--- src/design/sdhc_dma_pkg.sv ---
// sdhc_dma_pkg
// widths, depths and enums shared by the SD host DMA data path

package sdhc_dma_pkg;

   ////////////////////////////////////////
   // widths and depths
   ////////////////////////////////////////
   localparam int ADDR_W     = 64;  // byte address
   localparam int DATA_W     = 32;  // data word
   localparam int LEN_W      = 16;  // byte length of a request
   localparam int WORD_BYTES = 4;
   localparam int BYTE_OFS   = $clog2(WORD_BYTES);  // byte lane bits in an address

   localparam int FIFO_DEPTH = 8;
   localparam int FIFO_AW    = $clog2(FIFO_DEPTH);
   localparam int RAM_WORDS  = 64;
   localparam int RAM_AW     = $clog2(RAM_WORDS);

   ////////////////////////////////////////
   // enums
   ////////////////////////////////////////
   typedef enum logic [0:0] {
      DIR_FIFO_TO_RAM = 1'b0,
      DIR_RAM_TO_FIFO = 1'b1
   } xfer_dir_t;

   typedef enum logic [2:0] {
      S_IDLE, S_FIFO_RAM, S_RAM_FIFO, S_WAIT_READ, S_WAIT_WRITE, S_DONE
   } xfer_state_t;

endpackage
--- src/design/sd_host_dma.sv ---
// sd_host_dma
// top of the SD host DMA data path; request stage, transfer engine,
// data FIFO and system memory

`timescale 1ns/1ns

module sd_host_dma (
   input  logic                              CLK,
   input  logic                              rst,
   input  logic                              start,
   input  sdhc_dma_pkg::xfer_dir_t           direction,
   input  logic [sdhc_dma_pkg::ADDR_W-1:0]   address_init,
   input  logic [sdhc_dma_pkg::LEN_W-1:0]    length,
   output logic                              busy,
   output logic                              done,
   input  logic                              card_push,
   input  logic [sdhc_dma_pkg::DATA_W-1:0]   card_push_data,
   input  logic                              card_pop,
   output logic [sdhc_dma_pkg::DATA_W-1:0]   card_pop_data,
   output logic                              fifo_empty,
   output logic                              fifo_full
);
   import sdhc_dma_pkg::*;

   // request stage to engine
   logic                req_go;
   xfer_dir_t           req_dir;
   logic [ADDR_W-1:0]   req_addr;
   logic [LEN_W-1:0]    req_words;
   // engine to fifo and memory
   logic                fifo_read, fifo_write, ram_write;
   logic [DATA_W-1:0]   fifo_rd_data, fifo_wr_data;
   logic [ADDR_W-1:0]   ram_address;
   logic [DATA_W-1:0]   data_to_ram, data_from_ram;

   ////////////////////////////////////////
   // stages
   ////////////////////////////////////////
   dma_request dma_request_inst (.CLK, .rst, .start, .direction, .address_init,
      .length, .xfer_done(done), .req_go, .req_dir, .req_addr, .req_words, .busy);

   transfer transfer_inst (.CLK, .rst, .req_go, .req_dir, .req_addr, .req_words,
      .fifo_empty, .fifo_full, .fifo_rd_data, .data_from_ram, .fifo_read,
      .fifo_write, .fifo_wr_data, .ram_write, .ram_address, .data_to_ram,
      .xfer_done(done));

   data_fifo data_fifo_inst (.CLK, .rst, .card_push, .card_push_data, .card_pop,
      .card_pop_data, .fifo_read, .fifo_rd_data, .fifo_write, .fifo_wr_data,
      .fifo_empty, .fifo_full);

   system_ram system_ram_inst (.CLK, .ram_write, .ram_address, .data_to_ram,
      .data_from_ram);

endmodule

--- src/design/system_ram.sv ---
// system_ram
// small word memory standing in for system RAM;
// clocked write, combinational read

`timescale 1ns/1ns

module system_ram (
   input  logic                              CLK,
   input  logic                              ram_write,
   input  logic [sdhc_dma_pkg::ADDR_W-1:0]   ram_address,
   input  logic [sdhc_dma_pkg::DATA_W-1:0]   data_to_ram,
   output logic [sdhc_dma_pkg::DATA_W-1:0]   data_from_ram
);
   import sdhc_dma_pkg::*;

   logic [DATA_W-1:0]   mem [RAM_WORDS];
   logic [RAM_AW-1:0]   word_idx;

   // byte address / 4 wrapping at RAM_WORDS
   assign word_idx = ram_address[BYTE_OFS +: RAM_AW];

   ////////////////////////////////////////
   // storage
   ////////////////////////////////////////

   // contents hold whatever was last written
   always_ff @(posedge CLK) begin
      if (ram_write) begin
         mem[word_idx] <= data_to_ram;
      end
   end

   assign data_from_ram = mem[word_idx];  // same-cycle read

endmodule

--- src/design/data_fifo.sv ---
// data_fifo
// circular word FIFO between the card port and the DMA engine;
// head word shown combinationally on both read outputs

`timescale 1ns/1ns

module data_fifo (
   input  logic                              CLK,
   input  logic                              rst,
   input  logic                              card_push,
   input  logic [sdhc_dma_pkg::DATA_W-1:0]   card_push_data,
   input  logic                              card_pop,
   output logic [sdhc_dma_pkg::DATA_W-1:0]   card_pop_data,
   input  logic                              fifo_read,
   output logic [sdhc_dma_pkg::DATA_W-1:0]   fifo_rd_data,
   input  logic                              fifo_write,
   input  logic [sdhc_dma_pkg::DATA_W-1:0]   fifo_wr_data,
   output logic                              fifo_empty,
   output logic                              fifo_full
);
   import sdhc_dma_pkg::*;

   logic [DATA_W-1:0]   mem [FIFO_DEPTH];
   logic [FIFO_AW-1:0]  wr_ptr;
   logic [FIFO_AW-1:0]  rd_ptr;
   logic [FIFO_AW:0]    count;
   logic                push;
   logic                pop;
   logic [DATA_W-1:0]   push_data;

   // only one side pushes and one side pops in a given direction
   assign push      = (card_push || fifo_write) && !fifo_full;
   assign pop       = (card_pop || fifo_read) && !fifo_empty;
   assign push_data = fifo_write ? fifo_wr_data : card_push_data;

   assign fifo_empty    = (count == '0);
   assign fifo_full     = (count == (FIFO_AW+1)'(FIFO_DEPTH));
   assign card_pop_data = mem[rd_ptr];
   assign fifo_rd_data  = mem[rd_ptr];

   always_ff @(posedge CLK) begin
      if (rst) begin
         wr_ptr <= '0;
         rd_ptr <= '0;
         count  <= '0;
      end else begin
         if (push) wr_ptr <= wr_ptr + 1'b1;   // pointers wrap on their own
         if (pop)  rd_ptr <= rd_ptr + 1'b1;
         case ({push, pop})
            2'b10:   count <= count + 1'b1;
            2'b01:   count <= count - 1'b1;
            default: count <= count;
         endcase
      end
   end

   always_ff @(posedge CLK) begin
      if (push) mem[wr_ptr] <= push_data;
   end

endmodule

--- src/design/transfer.sv ---
// transfer
// DMA engine FSM; moves one word per clock between the data FIFO
// and system memory, stalls on FIFO empty/full, pulses xfer_done at the end

`timescale 1ns/1ns

module transfer (
   input  logic                              CLK,
   input  logic                              rst,
   input  logic                              req_go,
   input  sdhc_dma_pkg::xfer_dir_t           req_dir,
   input  logic [sdhc_dma_pkg::ADDR_W-1:0]   req_addr,
   input  logic [sdhc_dma_pkg::LEN_W-1:0]    req_words,
   input  logic                              fifo_empty,
   input  logic                              fifo_full,
   input  logic [sdhc_dma_pkg::DATA_W-1:0]   fifo_rd_data,
   input  logic [sdhc_dma_pkg::DATA_W-1:0]   data_from_ram,
   output logic                              fifo_read,
   output logic                              fifo_write,
   output logic [sdhc_dma_pkg::DATA_W-1:0]   fifo_wr_data,
   output logic                              ram_write,
   output logic [sdhc_dma_pkg::ADDR_W-1:0]   ram_address,
   output logic [sdhc_dma_pkg::DATA_W-1:0]   data_to_ram,
   output logic                              xfer_done
);
   import sdhc_dma_pkg::*;

   xfer_state_t         state;
   xfer_state_t         state_n;
   logic [ADDR_W-1:0]   addr_q;      // running byte address
   logic [LEN_W-1:0]    words_left;
   logic                load;        // request taken in idle
   logic                move;        // a word moves this cycle
   logic                last;

   assign load = (state == S_IDLE) && req_go;
   assign last = (words_left == LEN_W'(1));

   ////////////////////////////////////////
   // next state and strobes
   ////////////////////////////////////////
   always_comb begin
      state_n    = state;
      move       = 1'b0;
      fifo_read  = 1'b0;
      fifo_write = 1'b0;
      ram_write  = 1'b0;
      case (state)
         S_IDLE: begin
            if (req_go) begin
               if (req_words == '0) begin
                  state_n = S_DONE;       // nothing to move
               end else if (req_dir == DIR_FIFO_TO_RAM) begin
                  state_n = S_FIFO_RAM;
               end else begin
                  state_n = S_RAM_FIFO;
               end
            end
         end
         // pop the head word into memory
         S_FIFO_RAM, S_WAIT_READ: begin
            if (!fifo_empty) begin
               fifo_read = 1'b1;
               ram_write = 1'b1;
               move      = 1'b1;
               state_n   = last ? S_DONE : S_FIFO_RAM;
            end else begin
               state_n = S_WAIT_READ;
            end
         end
         // push the addressed memory word into the FIFO
         S_RAM_FIFO, S_WAIT_WRITE: begin
            if (!fifo_full) begin
               fifo_write = 1'b1;
               move       = 1'b1;
               state_n    = last ? S_DONE : S_RAM_FIFO;
            end else begin
               state_n = S_WAIT_WRITE;
            end
         end
         S_DONE:  state_n = S_IDLE;
         default: state_n = S_IDLE;
      endcase
   end

   // data paths straight across and qualified by the strobes
   assign ram_address  = addr_q;
   assign data_to_ram  = fifo_rd_data;
   assign fifo_wr_data = data_from_ram;
   assign xfer_done    = (state == S_DONE);

   ////////////////////////////////////////
   // state and counters
   ////////////////////////////////////////
   always_ff @(posedge CLK) begin
      if (rst) begin
         state      <= S_IDLE;
         words_left <= '0;
      end else begin
         state <= state_n;
         if (load) begin
            words_left <= req_words;
         end else if (move) begin
            words_left <= words_left - LEN_W'(1);
         end
      end
   end

   always_ff @(posedge CLK) begin
      if (load) begin
         addr_q <= req_addr;
      end else if (move) begin
         addr_q <= addr_q + ADDR_W'(WORD_BYTES);   // next word
      end
   end

endmodule

--- src/design/dma_request.sv ---
// dma_request
// request stage of the DMA path; takes a start strobe while idle,
// holds direction, address and word count, and issues req_go to the engine

`timescale 1ns/1ns

module dma_request (
   input  logic                              CLK,
   input  logic                              rst,
   input  logic                              start,
   input  sdhc_dma_pkg::xfer_dir_t           direction,
   input  logic [sdhc_dma_pkg::ADDR_W-1:0]   address_init,
   input  logic [sdhc_dma_pkg::LEN_W-1:0]    length,
   input  logic                              xfer_done,
   output logic                              req_go,
   output sdhc_dma_pkg::xfer_dir_t           req_dir,
   output logic [sdhc_dma_pkg::ADDR_W-1:0]   req_addr,
   output logic [sdhc_dma_pkg::LEN_W-1:0]    req_words,
   output logic                              busy
);
   import sdhc_dma_pkg::*;

   logic accept;

   assign accept = start && !busy;  // start while busy is dropped

   // busy and go pulse
   always_ff @(posedge CLK) begin
      if (rst) begin
         req_go <= 1'b0;
         busy   <= 1'b0;
      end else begin
         req_go <= accept;
         if (accept) begin
            busy <= 1'b1;
         end else if (xfer_done) begin
            busy <= 1'b0;   // falls the cycle after done
         end
      end
   end

   // request values held steady for the whole transfer
   always_ff @(posedge CLK) begin
      if (accept) begin
         req_dir   <= direction;
         req_addr  <= address_init;
         // trailing bytes are dropped
         req_words <= length / LEN_W'(WORD_BYTES);
      end
   end

endmodule

--- config.mk ---
export PLATFORM = sky130hd
export DESIGN_NAME = sd_host_dma
export DESIGN_NICKNAME = d
export VERILOG_FILES = /design/src/design/sdhc_dma_pkg.sv /design/src/design/sd_host_dma.sv /design/src/design/system_ram.sv /design/src/design/data_fifo.sv /design/src/design/transfer.sv /design/src/design/dma_request.sv
export SDC_FILE = /design/constraint.sdc
export NUM_CORES = 2
export LEC_CHECK = 0
export BUFFER_PORTS_ARGS = -buffer_cell sky130_fd_sc_hd__buf_2
export CORE_ASPECT_RATIO = 0.8
export CORE_MARGIN = 8
export CORE_UTILIZATION = 56
export CTS_CLUSTER_DIAMETER = 100
export DETAILED_ROUTE_END_ITERATION = 7
export GPL_TIMING_DRIVEN = 0
export PLACE_DENSITY_LB_ADDON = 0.12
export SLEW_MARGIN = 20
export SYNTH_ARGS = -nofsm -noshare
export SYNTH_HDL_FRONTEND = slang
export SYNTH_SLANG_ARGS = --single-unit
export TNS_END_PERCENT = 30
--- constraint.sdc ---
create_clock -name CLK -period 4.5 [get_ports CLK]
set_input_delay 0.45 -clock CLK [delete_from_list [all_inputs] [get_ports CLK]]
set_output_delay 0.45 -clock CLK [all_outputs]
set_load 0.1 [all_outputs]
[After elaboration in Yosys (flattened, before gate mapping)]
Memory sizes are Yosys's and may differ from the RTL's. A register that Yosys moved wholly into a read port is not among the register bits.
Cells that the tools add are included.
Word-level totals
  memories: 2
  register bits after elaboration: 174
  input port bits: 118
  word-level logic and storage cells: 74
  RAM bits: 2304
  output and inout port bits: 36
Memory list
  system_ram_inst.mem: depth 64, bits a word 32, rd ports 1, clocked after memory_dff 1, write ports 1, RTL line system_ram.sv:16  | logic [DATA_W-1:0] mem [RAM_WORDS];
  data_fifo_inst.mem: depth 8, bits a word 32, rd ports 1, clocked after memory_dff 1, write ports 1, RTL line data_fifo.sv:23  | logic [DATA_W-1:0] mem [FIFO_DEPTH];
Cells by class
  eq/ne operators: 10
  reduce and logical (&&, ||, !) cells: 17
  multiplexer cells: 28
  add/sub/neg operators: 6
Operator list (number)
  $mux W64: 2
  $add A64 B3 Y64 const B: 1
  $mux W16: 2
  $mux W32: 1
  $mux W3: 8
  $eq A16 B1 Y1 const B: 1
  $logic_not A16 Y1: 1
  $sub A16 B1 Y16 const B: 1
  $mux W1: 10
  $pmux W3 S3: 1
  $pmux W4 S2: 1
  $add A3 B1 Y3 const B: 2
  $eq A3 B2 Y1 const B: 2
  $eq A3 B3 Y1 const B: 2
  $mux W6: 1
  $reduce_bool A2 Y1: 3
  $add A4 B1 Y4 const B: 1
  $eq A4 B4 Y1 const B: 1
  $logic_and A1 B1 Y1: 4
  $logic_not A4 Y1: 1
  $reduce_or A2 Y1: 2
  $sub A4 B1 Y4 const B: 1
  $eq A3 B1 Y1 const B: 1
  $logic_not A1 Y1: 3
  7 further kinds: 8

[Depth between registers and ports, before layout]
  depth after elaboration: 7
  mapped depth: 11
  mapped depth without buffers: 10

[Modules after synthesis]
From an unflattened synthesis, not the netlist that was laid out.
Unflattened totals
  cell total of the unflattened synthesis: 5447
  area, all modules: 97378.4 um^2
By module, submodules not included
  system_ram: seq. area each 61499.0 um^2, instances 1, area an instance 78287.6 um^2, cells each 4207
  data_fifo: seq. area each 7947.6 um^2, instances 1, area an instance 11049.3 um^2, cells each 512
  transfer: seq. area each 2302.2 um^2, instances 1, area an instance 5586.6 um^2, cells each 640
  dma_request: seq. area each 2412.3 um^2, instances 1, area an instance 2454.9 um^2, cells each 88

[Least setup slack after synthesis]
Ideal clock, no wire load.
  path kind: reg-to-reg
  start point: reg data_fifo_inst.count[0]
  end point: mem system_ram_inst.mem[20][0] (enable)
  buffers on the path: 0
  data arrival time: 4569 ps
  stages on the path, launching flop included: 5
  path slack: -582 ps
  period minus slack after synthesis: 5082 ps
  cells stage by stage: dfxtp_1 nor4_4 nor2_1 nand3_1 nor4b_1
Between the ends
  longest elaborated chain between the ends: 5
Ends and longest elaborated chain
  start, declared: RTL line data_fifo.sv:26  | logic [FIFO_AW:0] count;
  start signal, assigned: RTL line data_fifo.sv:50  | 2'b10: count <= count + 1'b1;
  start signal, assigned: RTL line data_fifo.sv:51  | 2'b01: count <= count - 1'b1;
  start signal, assigned: RTL line data_fifo.sv:52  | default: count <= count;
  $logic_not A4 Y1: RTL line data_fifo.sv:36  | assign fifo_empty = (count == '0);
  via fifo_empty: RTL line sd_host_dma.sv:20  | output logic fifo_empty,
  $mux W1: RTL line transfer.sv:62  | if (!fifo_empty) begin
  $mux W1: RTL line transfer.sv:48  | case (state)
  $mux W1: RTL line system_ram.sv:28  | if (ram_write) begin
  $mux W1 (implied by the code): RTL line system_ram.sv:29  | mem[word_idx] <= data_to_ram;
  end, declared: RTL line system_ram.sv:16
The timed path passes the listed nets, and every way through them passes these cells.

==> results.md <==
* Primary FF master, synth: edfxtp_1
* Cells after synthesis at between 4,000 and 5,000
* Ys Warns at 0
* Power Total at 0.0607 W
* Multi-input logic area at 20,000 sq um
* Relative slew margins at 20.7%
* Starting DRC count in detailed routing at between 6,000 and 7,000
* Commonest non-fill, non-tap cells in the layout: edfxtp_1, mux2i_1, a22oi_1
* Area Overhead vs Synth at 15.2%
* Die H at 377 microns
* Leakage at 34.6 nW
* DP HPWL at 173 mm
* Final period util at 101%
* Max-slew violations at 0
* WL/cell at around 34 microns
* Fin crit period at ~4.5 ns
* Power per cell area at 577 nW/um^2
* Post-synth EDFFs at 2,331
* Wirelength, routed at 248 mm
* FMAX at between 200 and 250 MHz
* Internal power at 0.0415 W
* Antenna-violating nets left at 0
* Sequential share of power at 45.3%
* Worst-Skew Late Latency at 0.85 ns
* Seq. cell area at 70,800 sq um
* Setup tns final at -0.291 ns
* DIE WIDTH at 468 microns
* Syn_area_per_cell at 20.1 sq um
* Htree depth at 4
* Leading cell type in the layout, fill and taps excluded: edfxtp_1
* Sw frac at 31.6%
* Net Switching at between 0.015 and 0.02 W
* Critical path endpoint category: register
* Core footprint at ~160,000 sq um
* Via count at 48,000
* Drt first pass iters at 8
* Number of synthesized register bits at 2,371
* Logic pwr share at 24.9%
* Post-CTS repair timing setup buffer count at 0
* CP Max Fanout at 10
* Clock root cell: clkbuf_16
* Critical path class: reg2reg
* Tightest Pin Transition at 1.19 ns
* Die Area at 176,000 sq um
* Non-Filler Instances at 7,374
* Async set or reset register ratio after synthesis at 0%
* Clock network power share at 29.9%
* Routability-driven placement congestion ratio at just under 0.9
* GRT Total Usage at 27.8%
* PortBufs at 93
* # clock sinks at 2,371
* Placed Cells at 6,935
* Failing checks: setup timing
* Final setup vio count at 8
* Via density at approximately 6.5
* TritonCTS buffer count at approximately 220
* CTS max path bufs at 3
* Worst Path Arrival at 5.05 ns
* Final Hold Fails at 0
* Mapped Area at 91,300 sq um
* Synthesized Nets at 4,668
* FILL cells at 10,800
* Worst setup SP type: register
* Max VDD drop at just under 0.5 mV
* Final worst setup slack at -0.0394 ns
* Post-synth cell types at 67
* Status: complete, but fails checks
* First-pass GRT wire length at 350 mm
* Hold/Removal Path Class: in2reg
* DRC viols at 0
* Initial antenna violation count at 17
* Layout cells sized above 1 at 21.3%
* Sequential area share after synthesis at around 78%
* Largest net degree at the start of global routing at 66
* Post-Place Worst Slack at -0.309 ns
* Utilization after layout at 65.0%
* Worst Path Required at 5.01 ns
* IO Count at 154
* Starting Density at 56.4%
* Rows at 132
* TritonCTS clock tree: built
* Clock skew after layout at 0.0320 ns
* Nets at 5,160
* Vias in the first global route at 46,600
* RSZ-0062 raised after global routing: yes
* Clk pin slew, worst setup/hold paths at 0.06 ns
* Grt total ovfl at 0
* Max-cap viol count at 0
-- worst paths after layout --
check / from / endpoint / slack, ns / depth (start not counted)
worst max-delay path: register / data_fifo_inst.mem[0][12] / -0.04 / 7
worst min-delay path: card_push / data_fifo_inst.wr_ptr[2] / 0.15 / 4
worst max register to register: register / data_fifo_inst.mem[0][12] / -0.04 / 7
worst min register to register: transfer_inst.words_left[11] / transfer_inst.words_left[11] / 0.48 / 2
-- sequential cells by signal, indices dropped and copies added (netlist names), named ones only --
register,flops
data_fifo_inst.count,4
data_fifo_inst.mem,256
data_fifo_inst.rd_ptr,3
data_fifo_inst.wr_ptr,3
dma_request_inst.busy,1
dma_request_inst.req_addr,6
dma_request_inst.req_dir,1
dma_request_inst.req_go,1
dma_request_inst.req_words,14
system_ram_inst.mem,2048
transfer_inst.ram_address,6
transfer_inst.state,3
transfer_inst.words_left,16
-- cell type report --
class                           instances  area share [%]
Sequential cell                      2371            67.3
Timing Repair Buffer                  272            3.22
Antenna cell                           13          0.0309
Buffer                                271            1.28
Multi-Input combinational cell       1889            19.0
Clock inverter                        111           0.833
Clock buffer                          293            5.75
Inverter                               10          0.0357
Tap cell                             2144            2.55
-- Yosys cell counts (11+ instances only) --
cell	instances	share of area, %
nor4_1	11	0.075
xor2_1	11	0.11
o21ai_0	50	0.27
o211ai_1	32	0.26
buf_4	12	0.099
nor3_1	15	0.082
nor2_1	93	0.38
a221oi_1	32	0.31
mux2i_1	664	7.3
nand2_1	32	0.13
mux4_2	261	6.4
a22oi_1	322	2.6
nand3_1	104	0.57
buf_2	124	0.68
dfxtp_1	40	0.88
a2111oi_0	32	0.31
edfxtp_1	2331	77
mux2_2	36	0.44
nand4_1	36	0.25
a21oi_1	26	0.14
clkbuf_1	112	0.46
a221o_1	32	0.35
buf_6	16	0.20
-- through the flow --
step | area (sq um) | hold slack, ns
6_report | 105000 | 0.151
5_1_grt | 105000 | 0.156
4_1_cts | 105000 | 0.0915
3_5_place_dp | 97900 | 0.468
3_3_place_gp | 94500 | 0.477
2_1_floorplan | 91300 | 0.444
-- metal layers --
metal,wire [microns],track usage [%]
met5,57,0
met4,9660,10.2
met3,25300,6.43
met2,110000,41.1
met1,103000,41.1
-- cell families after synthesis --
family / synth area share (%)
adders and majority gates: 0.110
xor gates and xnor gates: 0.144
DFF: 77.5
buffers and inverters: 1.51
muxes: 14.2
AOI/OAI and AO/OA: 4.50
and+or+nand+nor: 2.06
-- power groups by stage --
| stage | registers (W) | clock network (W) | logic [W] |
|---|---|---|---|
| finish | 0.0275 | 0.0181 | 0.0151 |
| global route | 0.0275 | 0.0191 | 0.0157 |
| CTS | 0.0275 | 0.0183 | 0.0150 |
| detailed placement | 0.0279 | 0 | 0.0150 |
| global placement | 0.0281 | 0 | 0.0140 |
| floorplan | 0.0280 | 0 | 0.00830 |
-- worst max-delay path: stages, from the launching register on --
cell and delay [ns]:
dfxtp_1 0.31, buf_4 0.13, buf_2 0.39, clkbuf_1 0.63
mux4_2 0.42, o21ai_1 0.72, nand4_1 0.79, a221o_1 0.76
-- timing repair --
| item | in CTS | in global routing |
|---|---|---|
| endpoints found under the setup margin | 41 | 23 |
| gates cloned | 0 | 0 |
| pin swaps | 1 | 1 |
| endpoints found under the hold margin | 25 | 0 |
| gates resized for setup | 2 | 11 |
| hold buffers | 23 | 0 |
Power figures use the tool's default switching activity.
